--- src/ctrl_pkg.sv ---
`default_nettype none

package ctrl_pkg;

    //////////////////////////////////////////////////////////////////////
    // field widths
    //////////////////////////////////////////////////////////////////////

    localparam int OPCODE_W = 6;
    localparam int ALU_FN_W = 4;
    localparam int MEM_OP_W = 3;
    localparam int WB_OP_W = 2;

    // immediate flag in bit 0, alu function right above it
    localparam int IMM_BIT = 0;
    localparam int ALU_FN_LSB = 1;

    typedef logic [OPCODE_W-1:0] opcode_t;
    typedef logic [ALU_FN_W-1:0] alu_fn_t;

    //////////////////////////////////////////////////////////////////////
    // opcode classes
    //////////////////////////////////////////////////////////////////////

    // alu ops below JUMP_FIRST, illegal from ILLEGAL_FIRST up
    localparam opcode_t JUMP_FIRST = opcode_t'(32);
    localparam opcode_t ILLEGAL_FIRST = opcode_t'(40);

    //////////////////////////////////////////////////////////////////////
    // stage operation selectors
    //////////////////////////////////////////////////////////////////////

    // codes 5 to 7 behave as MEM_NONE
    typedef enum logic [MEM_OP_W-1:0] {
        MEM_NONE  = 3'd0,
        MEM_LOAD  = 3'd1,
        MEM_STORE = 3'd2,
        MEM_IN    = 3'd3,
        MEM_OUT   = 3'd4
    } mem_op_t;

    // code 3 behaves as WB_NONE
    typedef enum logic [WB_OP_W-1:0] {
        WB_NONE = 2'd0,
        WB_ALU  = 2'd1,
        WB_MEM  = 2'd2
    } wb_op_t;

endpackage

`default_nettype wire

--- src/fetch_fsm.sv ---
`default_nettype none

module fetch_fsm #(
    parameter int IRQ_ENTRY_CYCLES = 2
) (
    input  wire                      g_clk,
    input  wire                      rst,
    input  wire ctrl_pkg::opcode_t   opcode,
    input  wire                      pc_w,
    input  wire                      i_pending,
    input  wire                      i_odv,
    input  wire                      mem_idle,
    output logic                     i_req,
    output logic                     ir_load,
    output logic                     imm_load,
    output ctrl_pkg::alu_fn_t        alu_fn,
    output logic                     int_ack,
    output logic                     pc_load,
    output logic                     illegal,
    output logic                     issue
);

    localparam int CNT_W = $clog2(IRQ_ENTRY_CYCLES + 1);

    typedef enum logic [3:0] {
        F_IDLE,
        F_PC_WRITE,
        F_IRQ,
        F_FETCH,
        F_DECODE,
        F_IMM_FETCH,
        F_IMM_LOAD,
        F_DISPATCH,
        F_JUMP,
        F_ILLEGAL
    } fetch_state_t;

    fetch_state_t state;
    fetch_state_t state_next;
    logic [CNT_W-1:0] irq_cnt;
    ctrl_pkg::opcode_t ir_q;

    //////////////////////////////////////////////////////////////////////
    // state and interrupt entry counter
    //////////////////////////////////////////////////////////////////////

    always_ff @(posedge g_clk)
    begin
        if (rst)
        begin
            state <= F_IDLE;
            irq_cnt <= '0;
        end
        else
        begin
            state <= state_next;
            // load on entry, count down to zero while inside
            if (state_next == F_IRQ && state != F_IRQ)
                irq_cnt <= CNT_W'(IRQ_ENTRY_CYCLES - 1);
            else if (irq_cnt != '0)
                irq_cnt <= irq_cnt - 1'b1;
        end
    end

    // instruction register
    always_ff @(posedge g_clk)
    begin
        if (state == F_FETCH && i_odv)
            ir_q <= opcode;
    end

    always_comb
    begin
        state_next = state;
        case (state)
            F_IDLE:
            begin
                // hold off until the memory stage is free
                if (mem_idle)
                begin
                    if (pc_w)
                        state_next = F_PC_WRITE;
                    else if (i_pending)
                        state_next = F_IRQ;
                    else
                        state_next = F_FETCH;
                end
            end
            F_PC_WRITE:
                state_next = i_pending ? F_IRQ : F_FETCH;
            F_IRQ:
                if (irq_cnt == '0)
                    state_next = F_FETCH;
            F_FETCH:
                if (i_odv)
                    state_next = F_DECODE;
            F_DECODE:
            begin
                if (ir_q >= ctrl_pkg::ILLEGAL_FIRST)
                    state_next = F_ILLEGAL;
                else if (ir_q >= ctrl_pkg::JUMP_FIRST)
                    state_next = F_JUMP;
                else if (ir_q[ctrl_pkg::IMM_BIT])
                    state_next = F_IMM_FETCH;
                else
                    state_next = F_DISPATCH;
            end
            F_IMM_FETCH:
                if (i_odv)
                    state_next = F_IMM_LOAD;
            F_IMM_LOAD:
                state_next = F_DISPATCH;
            F_DISPATCH:
                if (mem_idle)
                    state_next = F_IDLE;
            default:
                state_next = F_IDLE;
        endcase
    end

    //////////////////////////////////////////////////////////////////////
    // strobes
    //////////////////////////////////////////////////////////////////////

    assign i_req = (state == F_FETCH) || (state == F_IMM_FETCH);
    assign ir_load = (state == F_DECODE);
    assign imm_load = (state == F_IMM_LOAD);
    assign int_ack = (state == F_IRQ);
    assign pc_load = (state == F_PC_WRITE) || (state == F_JUMP);
    assign illegal = (state == F_ILLEGAL);
    assign issue = (state == F_DISPATCH) && mem_idle;

    assign alu_fn = ir_q[ctrl_pkg::ALU_FN_LSB +: ctrl_pkg::ALU_FN_W];

endmodule

`default_nettype wire

--- src/mem_fsm.sv ---
`default_nettype none

module mem_fsm (
    input  wire                      g_clk,
    input  wire                      rst,
    input  wire                      issue,
    input  wire ctrl_pkg::mem_op_t   mem_op,
    input  wire                      mem_rdy,
    input  wire                      d_odv,
    input  wire                      hs_in,
    input  wire                      wb_idle,
    output logic                     mem_idle,
    output logic                     d_req,
    output logic                     d_we,
    output logic                     hs_out,
    output logic                     wb_issue
);

    typedef enum logic [2:0] {
        M_IDLE,
        M_XFER,
        M_LOAD_WAIT,
        M_HS_REQ,
        M_HS_REL,
        M_DONE
    } mem_state_t;

    mem_state_t state;
    mem_state_t state_next;
    ctrl_pkg::mem_op_t op_q;

    always_ff @(posedge g_clk)
    begin
        if (rst)
            state <= M_IDLE;
        else
            state <= state_next;
    end

    // operation held for the whole transfer
    always_ff @(posedge g_clk)
    begin
        if (state == M_IDLE && issue)
            op_q <= mem_op;
    end

    always_comb
    begin
        state_next = state;
        case (state)
            M_IDLE:
            begin
                if (issue)
                begin
                    case (mem_op)
                        ctrl_pkg::MEM_LOAD,
                        ctrl_pkg::MEM_STORE: state_next = M_XFER;
                        ctrl_pkg::MEM_IN,
                        ctrl_pkg::MEM_OUT:   state_next = M_HS_REQ;
                        default:             state_next = M_DONE;
                    endcase
                end
            end
            M_XFER:
                if (mem_rdy)
                    state_next = (op_q == ctrl_pkg::MEM_LOAD) ? M_LOAD_WAIT : M_DONE;
            M_LOAD_WAIT:
                if (d_odv)
                    state_next = M_DONE;
            M_HS_REQ:
                if (hs_in)
                    state_next = M_HS_REL;
            // port must drop its side before we finish
            M_HS_REL:
                if (!hs_in)
                    state_next = M_DONE;
            M_DONE:
                if (wb_idle)
                    state_next = M_IDLE;
            default:
                state_next = M_IDLE;
        endcase
    end

    assign mem_idle = (state == M_IDLE);
    assign d_req = (state == M_XFER);
    assign d_we = (state == M_XFER) && (op_q == ctrl_pkg::MEM_STORE);
    assign hs_out = (state == M_HS_REQ);
    assign wb_issue = (state == M_DONE) && wb_idle;

endmodule

`default_nettype wire

--- src/wb_fsm.sv ---
`default_nettype none

module wb_fsm (
    input  wire                     g_clk,
    input  wire                     rst,
    input  wire                     wb_issue,
    input  wire ctrl_pkg::wb_op_t   wb_op,
    output logic                    wb_idle,
    output logic                    reg_we,
    output logic                    wb_sel
);

    typedef enum logic {
        W_IDLE,
        W_BUSY
    } wb_state_t;

    wb_state_t state;
    logic we_q;
    logic sel_q;

    always_ff @(posedge g_clk)
    begin
        if (rst)
            state <= W_IDLE;
        else if (state == W_IDLE && wb_issue)
            state <= W_BUSY;
        else
            state <= W_IDLE;
    end

    // write enable and source for the held item
    always_ff @(posedge g_clk)
    begin
        if (state == W_IDLE && wb_issue)
        begin
            we_q <= (wb_op == ctrl_pkg::WB_ALU) || (wb_op == ctrl_pkg::WB_MEM);
            sel_q <= (wb_op == ctrl_pkg::WB_MEM);
        end
    end

    assign wb_idle = (state == W_IDLE);
    assign reg_we = (state == W_BUSY) && we_q;
    assign wb_sel = (state == W_BUSY) && sel_q;

endmodule

`default_nettype wire

--- src/pipe_controller.sv ---
`default_nettype none

module pipe_controller #(
    parameter int IRQ_ENTRY_CYCLES = 2
) (
    input  wire                      g_clk,
    input  wire                      rst,
    input  wire ctrl_pkg::opcode_t   opcode,
    input  wire                      pc_w,
    input  wire                      i_pending,
    input  wire                      i_odv,
    input  wire ctrl_pkg::mem_op_t   mem_op,
    input  wire                      mem_rdy,
    input  wire                      d_odv,
    input  wire                      hs_in,
    input  wire ctrl_pkg::wb_op_t    wb_op,
    output logic                     i_req,
    output logic                     ir_load,
    output logic                     imm_load,
    output ctrl_pkg::alu_fn_t        alu_fn,
    output logic                     int_ack,
    output logic                     pc_load,
    output logic                     illegal,
    output logic                     d_req,
    output logic                     d_we,
    output logic                     hs_out,
    output logic                     reg_we,
    output logic                     wb_sel
);

    // stage handoff
    logic issue;
    logic mem_idle;
    logic wb_issue;
    logic wb_idle;

    fetch_fsm #(
        .IRQ_ENTRY_CYCLES(IRQ_ENTRY_CYCLES)
    ) u_fetch (
        .g_clk    (g_clk),
        .rst      (rst),
        .opcode   (opcode),
        .pc_w     (pc_w),
        .i_pending(i_pending),
        .i_odv    (i_odv),
        .mem_idle (mem_idle),
        .i_req    (i_req),
        .ir_load  (ir_load),
        .imm_load (imm_load),
        .alu_fn   (alu_fn),
        .int_ack  (int_ack),
        .pc_load  (pc_load),
        .illegal  (illegal),
        .issue    (issue)
    );

    mem_fsm u_mem (
        .g_clk   (g_clk),
        .rst     (rst),
        .issue   (issue),
        .mem_op  (mem_op),
        .mem_rdy (mem_rdy),
        .d_odv   (d_odv),
        .hs_in   (hs_in),
        .wb_idle (wb_idle),
        .mem_idle(mem_idle),
        .d_req   (d_req),
        .d_we    (d_we),
        .hs_out  (hs_out),
        .wb_issue(wb_issue)
    );

    wb_fsm u_wb (
        .g_clk   (g_clk),
        .rst     (rst),
        .wb_issue(wb_issue),
        .wb_op   (wb_op),
        .wb_idle (wb_idle),
        .reg_we  (reg_we),
        .wb_sel  (wb_sel)
    );

endmodule

`default_nettype wire

--- config.mk ---
export PLATFORM = sky130hd
export DESIGN_NAME = pipe_controller
export DESIGN_NICKNAME = d
export VERILOG_FILES = /design/src/ctrl_pkg.sv /design/src/fetch_fsm.sv /design/src/mem_fsm.sv /design/src/wb_fsm.sv /design/src/pipe_controller.sv
export SDC_FILE = /design/constraint.sdc
export NUM_CORES = 1
export LEC_CHECK = 0
export BUFFER_PORTS_ARGS = -buffer_cell sky130_fd_sc_hd__buf_2
export CAP_MARGIN = 20
export CORE_ASPECT_RATIO = 1.1
export CORE_MARGIN = 5
export CORE_UTILIZATION = 45
export CTS_CLUSTER_SIZE = 8
export DETAILED_ROUTE_END_ITERATION = 12
export PLACE_DENSITY = 0.83
export SLEW_MARGIN = 25
export SYNTH_ARGS = -nofsm -noshare
export SYNTH_HDL_FRONTEND = slang
export SYNTH_SLANG_ARGS = --single-unit
export TNS_END_PERCENT = 20
--- constraint.sdc ---
create_clock -name g_clk -period 1.55 [get_ports g_clk]
set_input_delay 0.155 -clock g_clk [delete_from_list [all_inputs] [get_ports g_clk]]
set_output_delay 0.155 -clock g_clk [all_outputs]
set_load 0.01 [all_outputs]
=== Yosys cells after proc, flatten, opt, wreduce, memory -nomap -nowiden ===
Index checks and enable logic that the tools add are counted.

* Add/sub/neg operators: 1
* Bitwise operators: 1
* Multiplexer cells: 23
* Equality and inequality tests: 30
* Reduce and logical (&&, ||, !) cells: 21
* Order comparisons: 2

{| class="wikitable"
|+ Operators with widths
! cell !! count
|-
| $mux W4 || 8
|-
| $pmux W4 S8 || 1
|-
| $mux W3 || 7
|-
| $pmux W3 S6 || 1
|-
| $eq A4 B3 Y1 const B || 4
|-
| $eq A3 B2 Y1 const B || 5
|-
| $eq A4 B2 Y1 const B || 3
|-
| $ge A6 B6 Y1 const B || 2
|-
| $ne A2 B2 Y1 const B || 5
|-
| $eq A3 B1 Y1 const B || 3
|-
| $eq A3 B3 Y1 const B || 3
|-
| $logic_and A1 B1 Y1 || 9
|-
| $eq A4 B4 Y1 const B || 2
|-
| $pmux W3 S2 || 1
|-
| $reduce_and A6 Y1 || 1
|-
| $reduce_or A2 Y1 || 3
|-
| $eq A4 B1 Y1 const B || 1
|-
| $logic_not A4 Y1 || 1
|-
| $mux W1 || 4
|-
| $ne A4 B2 Y1 const B || 1
|-
| $reduce_bool A2 Y1 || 2
|-
| $logic_not A3 Y1 || 1
|-
| $logic_or A1 B1 Y1 || 3
|-
| $eq A2 B1 Y1 const B || 1
|-
| other kinds (6) || 6
|}

* Input bits: 19
* Output and inout port bits: 15
* Bits in registers: 21

=== Logic depth before layout (Yosys ltp) ===
Gate-level depths: netlist of the first run.

* Word-level depth: 7
* Depth in mapped cells: 7

=== By module ===
Synthesis of the first run repeated with hierarchy kept, for this count alone.

* Cell total of the unflattened synthesis: 140
* Area total of the unflattened synthesis: 1311.3 um^2

{| class="wikitable"
|+ By module, submodules not included
! module !! times used !! seq. area each (um^2) !! area each (um^2) !! cells each
|-
| fetch_fsm || 1 || 300.3 || 744.5 || 79
|-
| mem_fsm || 1 || 150.1 || 431.7 || 50
|-
| wb_fsm || 1 || 80.1 || 135.1 || 11
|}

=== Worst setup path before layout of the first run ===
Ideal clock, no wire load.

* Path type: register to register
* Start: reg u_fetch.state[2]
* End: reg u_fetch.irq_cnt[0]
* Library setup time: 0.058 ns
* Arrival: 1.592 ns
* Buffers on the path: 1
* Path slack: -0.100 ns
* Stages on the path, launching flop included: 7
* Data required time: 1.492 ns
* Path through: dfxtp_1 buf_6 or4_4 o22ai_2 a221oi_2 nor4_2 o21ba_1

* Longest elaborated chain between the ends: 5

{| class="wikitable"
|+ Ends and longest elaborated chain
! what !! line !! source
|-
| start: declaration || fetch_fsm.sv:38 || <nowiki>fetch_state_t state;</nowiki>
|-
| start signal: assignment || fetch_fsm.sv:56 || <nowiki>state <= state_next;</nowiki>
|-
| $eq A4 B3 Y1, or another cell as far along || fetch_fsm.sv:75 || <nowiki>case (state)</nowiki>
|-
| $pmux W4 S8 || fetch_fsm.sv:75 ||
|-
| $eq A4 B2 Y1 || fetch_fsm.sv:58 || <nowiki>if (state_next == F_IRQ && state != F_IRQ)</nowiki>
|-
| $logic_and A1 B1 Y1 * || fetch_fsm.sv:58 ||
|-
| $mux W1 or $reduce_bool A2 Y1 (tied branches) || -- ||
|-
| end signal: assignment || fetch_fsm.sv:59 || <nowiki>irq_cnt <= CNT_W'(IRQ_ENTRY_CYCLES - 1);</nowiki>
|-
| end signal: assignment || fetch_fsm.sv:61 || <nowiki>irq_cnt <= irq_cnt - 1'b1;</nowiki>
|-
| end: declaration || fetch_fsm.sv:40 || <nowiki>logic [CNT_W-1:0] irq_cnt;</nowiki>
|}

Mark *: on every way between the ends. The rest lies on a longest branch, timed or not.
A chain may end at the register's enable or synchronous reset.

=== Final worst setup path of the first run ===
Same ends and word-level chain as after synthesis.

==> impl_summary.md, run 1 <==
Run status
The run finished, with violations left. The final reports fail on negative setup slack.

Drt
The number of DRC markers in iteration 0 is 20. The routed length per placed instance is 15.8 um. The DRC violation count after routing is 0. The number of search-and-repair iterations in the first detailed-routing pass is 4. The antenna violation net count after detailed routing is 0. For this block, the routed nets add up to 3360 um of wire. The average vias per placed instance is 5.48. For this block, the via count after detailed routing is 1168.

CTS
The quantity of hold-fixing buffers added after cts is 0. Clock-pin slew was measured on the worst setup and hold paths at 0.12 ns. TritonCTS created 3 clock buffers. In this run the post-CTS setup repair buffer count came out at 0. The clock sink count is 21. The clock tree from TritonCTS is built. The root buffer cell chosen for the clock tree is clkbuf_4. Counting along the longest clock path gives a buffer depth of 2. The CTS H-tree depth is 1.

For the worst-skew pair, the clock arrives at the later sink with an insertion delay of 0.30 ns.

Yosys
The mux contribution to synthesized area is between 1.5 and 2%. The share of the synthesized area in the top cell type is 26.6%. The sequential share of the synthesized area is 42.7%. The cell area that synthesis handed to floorplanning was 1240 sq um.

The largest total area in the synthesized netlist belongs to edfxtp_1. The parity-gate share of the synthesized area counting xor and xnor cells is 2.11%. After synthesis, the largest family of logic cells by area is simple AND/OR/NAND/NOR gates. The flip-flop and latch count after synthesis is 21.

After synthesis, the netlist uses 46 different library cells. The mean cell area of the mapped netlist is 9.49 sq um. The share of the synthesized area in compound gates (AO/OA/AOI/OAI) is 15.0%. Synthesis produced 131 cells. The number of nets handed over by synthesis was 152.

For this run, the number of Yosys warnings is 0. Summing the areas of all and, or, nand and nor instances in the mapped netlist gives 27.8% of the synthesized area. The synthesized netlist devotes 2.01% of its cell area to adder and majority cells. By area the synthesized netlist is led by edfxtp_1 (27%), dfxtp_1 (16%), a21oi_1 (3.6%).

Cells and area
Of the cells placed in the final design, the portion with a size suffix greater than 1 is 52.8%. The number of filler cells placed in the layout is ~230. The antenna diode count is 0. The net count of the finished layout is 202.

The area growth from synthesis to final layout is 39.9%. In the layout the commonest cells are buf_2 (33), buf_4 (19), nor2_1 (11), edfxtp_1 (11). The most common library cell in the layout ignoring fill and taps is buf_2.

Pwr
The total power draw is approximately 2.4 mW. The power density of the placed cells is 1360 nW/um^2. The total leakage power is 0.736 nW. The maximum ir drop on the vdd rail is 0.860 mV.

Timing
The pin slew with the least headroom to its limit is 0.412 ns. The smallest clock period supported by the final layout is computed as 1.70 ns. The post-route clock skew is 0.00519 ns. The number of hold violations in the final report is 0.

Setup repair after global routing could not meet its margin everywhere. The post-layout worst setup margin is -0.146 ns. The worst slew slack as a fraction of its limit is approximately 72%.

The post-route fraction of the period consumed by the critical path is 109%. The number of pins exceeding their max-slew limit in the final report is 0. Static timing analysis puts the maximum clock frequency at 590 MHz. Setup violations remaining at the end of the flow were counted as 6.

Setup path
The delay of the slowest cell on the worst path is between 0.5 and 0.6 ns. The worst setup path is launched from a flop. STA classifies the critical path endpoint as a flop. The critical path in this run is classified as reg2reg. The signal on the critical path passes through or4_4 > o22ai_2 > a221oi_2 > nor4_4 > o21ba_1. The slowest cell on the critical path is or4_4. In this run the worst path has a maximum fanout of 5.

The data arrival time at the worst-slack endpoint is 1.95 ns. The worst endpoint required time is 1.80 ns.

GRT
The number of antenna violations at the first check in global routing is 0. The via count of the first global-routing pass is 1180. The leftover overflow at the end of global routing is 0. The wire length of the first global-routing pass is 5220 um.

Entering global routing, the biggest net connects 13 pins. The global-route usage over all layers is 17.3%.

Floorplanning
The floorplan step defined a core boundary enclosing 2700 sq um. The area of the die is 3920 sq um. The starting density of the core is about 46%. From bottom edge to top edge, the die measures 65.1 um. The number of primary I/O pins is 34. From left edge to right edge, the die measures 60.1 um. The number of core rows is 20.

Hold path
The path type of the worst min-delay path is in2reg.

Run
Max-cap violations in this run came to 0.

Placed design
The half-perimeter wire length after placement is 2420 um. The final weighted congestion in routability-driven placement is ~0.87. The number of buffers added on ports is 33. The worst slack at placement is -0.245 ns.
-- per-layer routing --
metal | up-vias | track usage [%] | wire, um
met5 | - | 0 | 0
met4 | 0 | 7.20 | 75
met3 | 6 | 0.982 | 123
met2 | 23 | 31.1 | 1870
met1 | 565 | 20.7 | 1290
li1 | 574 | - | -
-- state kept, by name, summed over array words and instances (netlist names) --
signal and count:
u_wb.we_q 1, u_mem.op_q 3, u_fetch.irq_cnt 2, u_wb.state 1, u_fetch.state 4, u_fetch.ir_q 6, u_wb.sel_q 1, u_mem.state 3
-- critical path: cells and delay by family (launching register included) --
| kind | cells | cell delay (ns) |
|---|---|---|
| simple gates | 2 | 0.86 |
| compound gates | 3 | 0.42 |
| flops | 1 | 0.38 |
-- final timing paths --
kind,startpoint,endpoint,slack (ns),cells past startpoint
hold reg to reg,u_fetch.irq_cnt[1],u_fetch.irq_cnt[1],0.57,2
setup reg to reg,u_fetch.state[2],u_fetch.irq_cnt[0],-0.15,5
hold / removal,opcode[0],u_fetch.ir_q[0],0.02,1
setup / recovery,u_fetch.state[2],u_fetch.irq_cnt[0],-0.15,5
-- cells by family after synthesis --
logic type	Yosys count
buffers and inverters	21
AOI/OAI and AO/OA	25
muxes	2
and+or+nand+nor	57
xor gates and xnor gates	3
adders and majority gates	2
DFF	21
-- report_power, final --
group	internal, mW	switching (mW)
registers	0.683	0.0703
logic	0.686	0.667
clock network	0.0959	0.163
-- layout make-up --
class	instances	area, sq um	share of cell area, %
clock buffer	3	22.5	1.29
clock inverter	1	5.00	0.288
inverter	9	33.8	1.94
multi-input combinational	89	728	41.8
sequential	21	546	31.3
tap	33	41.3	2.37
timing repair buffer	57	364	20.9
-- Yosys cell counts, drive strengths merged --
| cell | instances |
|---|---|
| nor4 | 2 |
| o22ai | 2 |
| a311oi | 2 |
| nor4b | 2 |
| a211oi | 4 |
| mux2i | 2 |
| nor3 | 9 |
| or2 | 1 |
| nor2 | 12 |
| or3b | 2 |
| and3b | 1 |
| and2 | 3 |
| o21a | 1 |
| o311ai | 1 |
| o211ai | 1 |
| nor3b | 1 |
| a2111oi | 1 |
| inv | 9 |
| nand3b | 1 |
| or4b | 1 |
| clkbuf | 4 |
| a31oi | 1 |
| and3 | 2 |
| nand2b | 6 |
| edfxtp | 11 |
| xnor2 | 3 |
| nand2 | 4 |
| nand3 | 1 |
| or2b | 1 |
| a221oi | 1 |
| dfxtp | 10 |
| a21oi | 9 |
| buf | 8 |
| nor2b | 2 |
| a32o | 1 |
| o21ba | 1 |
| or4 | 3 |
| or3 | 2 |
| and2b | 1 |
| ha | 2 |
-- per-stage QoR --
stage | hold WS (ns) | std cells | TNS [ns] | instance area (sq um) | util, %
2_1_floorplan | 0.254 | 131 | -0.191 | 1240 | -
3_3_place_gp | 0.332 | 209 | -0.332 | 1550 | 57.5
3_5_place_dp | 0.334 | 209 | -0.808 | 1550 | 57.5
4_1_cts | 0.0175 | 213 | -0.641 | 1680 | 62.3
5_1_grt | 0.0148 | 213 | -1.11 | 1740 | 64.4
6_report | 0.0227 | 213 | -0.465 | 1740 | 64.4
-- timing repair --
action                     4_1_cts  5_1_grt
gates resized for setup         26       14
setup endpoints to repair       11       14
pin swaps                        7        4
Power figures use the tool's default switching activity.
==> inputs of run 2 (changes only) <==
--- a/config.mk
+++ b/config.mk
@@ -12,7 +12,7 @@
 export CORE_UTILIZATION = 45
 export CTS_CLUSTER_SIZE = 8
 export DETAILED_ROUTE_END_ITERATION = 12
-export PLACE_DENSITY = 0.83
+export PLACE_DENSITY = 0.8
 export SLEW_MARGIN = 25
 export SYNTH_ARGS = -nofsm -noshare
 export SYNTH_HDL_FRONTEND = slang
==> constraint.sdc (replaced) <==
create_clock -name g_clk -period 2.1 [get_ports g_clk]
set_input_delay 0.21 -clock g_clk [delete_from_list [all_inputs] [get_ports g_clk]]
set_output_delay 0.21 -clock g_clk [all_outputs]
set_load 0.01 [all_outputs]
==> run 2 against run 1 <==
  * The flow now finishes without violations
  * Final cell count shrank 10%
  * Clock power shrank 25%
  * Maximum frequency shrank 13%
  * Register-to-register slack gained 0.31 ns
  * Design area shrank 19%
  * Non-clock buffer count shrank 22
  * Clock-buffer cell count is the same
  * Flip-flop and latch count is the same
  * Total power shrank 42%
  * Critical path type unchanged
  * Critical endpoint unchanged
  * Largest cell class unchanged
==> impl_summary.md, run 2 (synthesized netlist as in run 1, its figures left out) <==
CTS
The count of cells resized by post-cts repair is 0 (-100%). The CTS H-tree depth is 1 (unchanged). The root buffer cell is clkbuf_4. The number of buffers on the longest clock path is 2 (unchanged). The total CTS buffers is 3 (unchanged). TritonCTS built the clock tree. The clock sink count is 21 (unchanged). The clock network latency to the later pin of the worst-skew pair came to 0.30 ns (about the same).

The total setup buffers inserted after CTS is 0 (unchanged). The quantity of hold-fixing buffers added after cts came to 0 (unchanged). The clock transition at the registers of the reported paths is 0.12 ns (about the same).

Pwr
The power density of the placed cells was 965 nW/um^2 (-29%). The part of the total power dissipated in combinational logic is 43.5% (-14 points). The total leakage power is 0.586 nW (-20%). The switching part of the total is 38.0% (-0.094 points). The clock share of power is 14.1% (+3.1 points). The part of the power in registers is 42.4% (+10 points). The internal power contribution is 0.848 mW (-42%). The total net switching power is 0.519 mW (-42%). The maximum ir drop on the vdd rail was 0.455 mV (-47%).

Drt
The routed length per placed instance is 14.1 um (-11%). The number of DRC markers in iteration 0 came to 55 (+180%). The antenna violation net count after detailed routing is 0 (unchanged).

The DRC violation count after routing came to 0 (unchanged). The average vias per placed instance is 5.64 (+2.8%). The final wirelength is 2690 um (-20%). The number of search-and-repair iterations in the first detailed-routing pass is 5 (+1). The count of vias placed by the detailed router came to 1077 (-7.8%).

Setup path
The critical path endpoint category is a flop. The path type of the worst setup path is reg2reg. The buffering stage count on the worst path with inverters included is 0 (unchanged). The slowest cell on the critical path is or4b_1. Broken down by cell family, the worst path's largest delay share belongs to simple AND/OR/NAND/NOR gates. The worst endpoint required time came to 2.36 ns (+0.56 ns).

The data arrival time at the worst-slack endpoint is 2.20 ns (+0.25 ns). The delay of the slowest cell on the worst path is 0.66 ns (+0.12 ns). The startpoint type of the worst setup path is a flop. The critical path goes through or4b_1 > nor3_1 > a221oi_2 > nor4_2 > o21ba_1. The top fanout value on the critical path came to 15 (+10).

Cells and area
Relative to the synthesized area, the layout overhead comes to 13.9%. The final instance area is 1420 sq um (-19%). The library cell used most frequently in the layout, excluding fill and tap cells, is buf_2. The number of filler cells placed in the layout is 258 (+12%). The fraction of final layout cells with drive strength greater than 1 is 30.4% (-22 points). The net total in the final layout is 180 (-11%).

The antenna diode count is 0 (unchanged). The largest registers in the layout are u_fetch.ir_q x6, u_fetch.state x4. The register bank with the most flops is u_fetch.ir_q.

The post-route non-filler standard cell count came to 191 (-10%). The flip-flop count of the largest register after layout came to 6 (unchanged). In the layout the commonest cells are buf_2 (33), nor2_1 (12), edfxtp_1 (11).

GRT
The number of antenna violations at the first check in global routing is 0 (unchanged). The global-route usage over all layers is 14.3% (-2.9 points). The leftover overflow at the end of global routing is 0 (unchanged).

The wire length of the first global-routing pass is 4290 um (-18%). The via count of the first global-routing pass came to 1020 (-14%). The maximum number of pins on one net before global-route repair was 16 (+3).

Run
The total of max-cap violations is 0 (unchanged).

Placed design
The final weighted congestion in routability-driven placement came to 0.882 (+2.0%). The half-perimeter wire length after placement is 2120 um (-12%). The number of buffers added on ports is 33 (unchanged). The number of placed cells counting well taps is 187 (-11%).

The area after detailed placement is 1390 sq um (-11%).

Floorplanning
The area of the die is 3920 sq um (unchanged). The overall die width was 60.1 um (unchanged). The number of primary I/O pins was 34 (unchanged).

The die boundary height is 65.1 um (unchanged). The number of core rows is 20 (unchanged). The starting density of the core is 46.0% (unchanged).

The area of the placeable core was 2700 sq um (unchanged).

Timing
The post-route setup TNS is 0 ns (+0.465 ns). The number of pins exceeding their max-slew limit in the final report is 0 (unchanged). The post-route clock skew is 0.00581 ns (+0.000618 ns). The highest achievable clock rate is 516 MHz (-13%). The worst slew slack as a fraction of its limit was 62.7% (-9.6 points). The final setup violation count came to 0 (-6).

The final period demand of the worst path is 1.94 ns (+0.243 ns). Setup repair after global routing left no endpoint under its margin. The pin slew with the least headroom to its limit is 0.552 ns (+0.139 ns).

The post-route fraction of the period consumed by the critical path was 92.4% (-17 points). The number of hold violations in the final report was 0 (unchanged).

Run status
The flow ran to the end, and the final reports show no timing, DRC or antenna violations.

Hold path
The worst hold path belongs to the class in2reg.
## run 2: changes by cell type in the layout (fill, tap and decap cells not counted), moves of 2 or more
cell / previous run / this run
nor3_2: 3 / 0
dfxtp_4: 2 / 0
buf_4: 19 / 2
nor3_1: 5 / 9
dfxtp_2: 6 / 0
buf_6: 5 / 0
dfxtp_1: 2 / 10
## run 2: metal layers
metal	up-vias	track usage (%)	wire length [um]
met5	-	0	0
met3	6	1.38	163
li1	527	-	-
met2	47	24.9	1390
met4	0	8.86	68
met1	497	16.4	1060
## run 2: area by class of cell
| cell class | count | area (sq um) | share of cell area (%) |
|---|---|---|---|
| Sequential cell | 21 | 531 | 37.5 |
| Tap cell | 33 | 41.3 | 2.92 |
| Clock buffer | 3 | 22.5 | 1.59 |
| Inverter | 9 | 33.8 | 2.39 |
| Clock inverter | 1 | 5.00 | 0.353 |
| Multi-Input combinational cell | 89 | 603 | 42.6 |
| Timing Repair Buffer | 35 | 180 | 12.7 |
## run 2: final timing paths
| kind | cells after the start | startpoint | to | slack (ns) |
|---|---|---|---|---|
| setup / recovery | 5 | u_fetch.state[1] | u_fetch.irq_cnt[0] | 0.16 |
| hold / removal | 1 | opcode[1] | u_fetch.ir_q[1] | 0.07 |
| setup reg to reg | 5 | u_fetch.state[1] | u_fetch.irq_cnt[0] | 0.16 |
| hold reg to reg | 2 | u_fetch.irq_cnt[1] | u_fetch.irq_cnt[1] | 0.53 |
## run 2: power by group through the flow
stage	logic (mW)	registers (mW)	clock network, mW
detailed placement	0.594	0.587	0
finish	0.595	0.579	0.193
floorplan	0.525	0.535	0
CTS	0.599	0.577	0.196
global route	0.667	0.594	0.209
global placement	0.571	0.579	0
## run 2: stage by stage
step | hold WS (ns) | power [mW] | setup WS [ns] | utilization, %
finish | 0.0693 | 1.37 | 0.160 | 52.4
global route | 0.0579 | 1.47 | 0.0275 | 52.4
CTS | 0.0642 | 1.37 | 0.148 | 52.4
detailed placement | 0.388 | 1.18 | 0.174 | 51.4
global placement | 0.387 | 1.15 | 0.301 | 51.4
floorplan | 0.309 | 1.06 | 0.450 | -
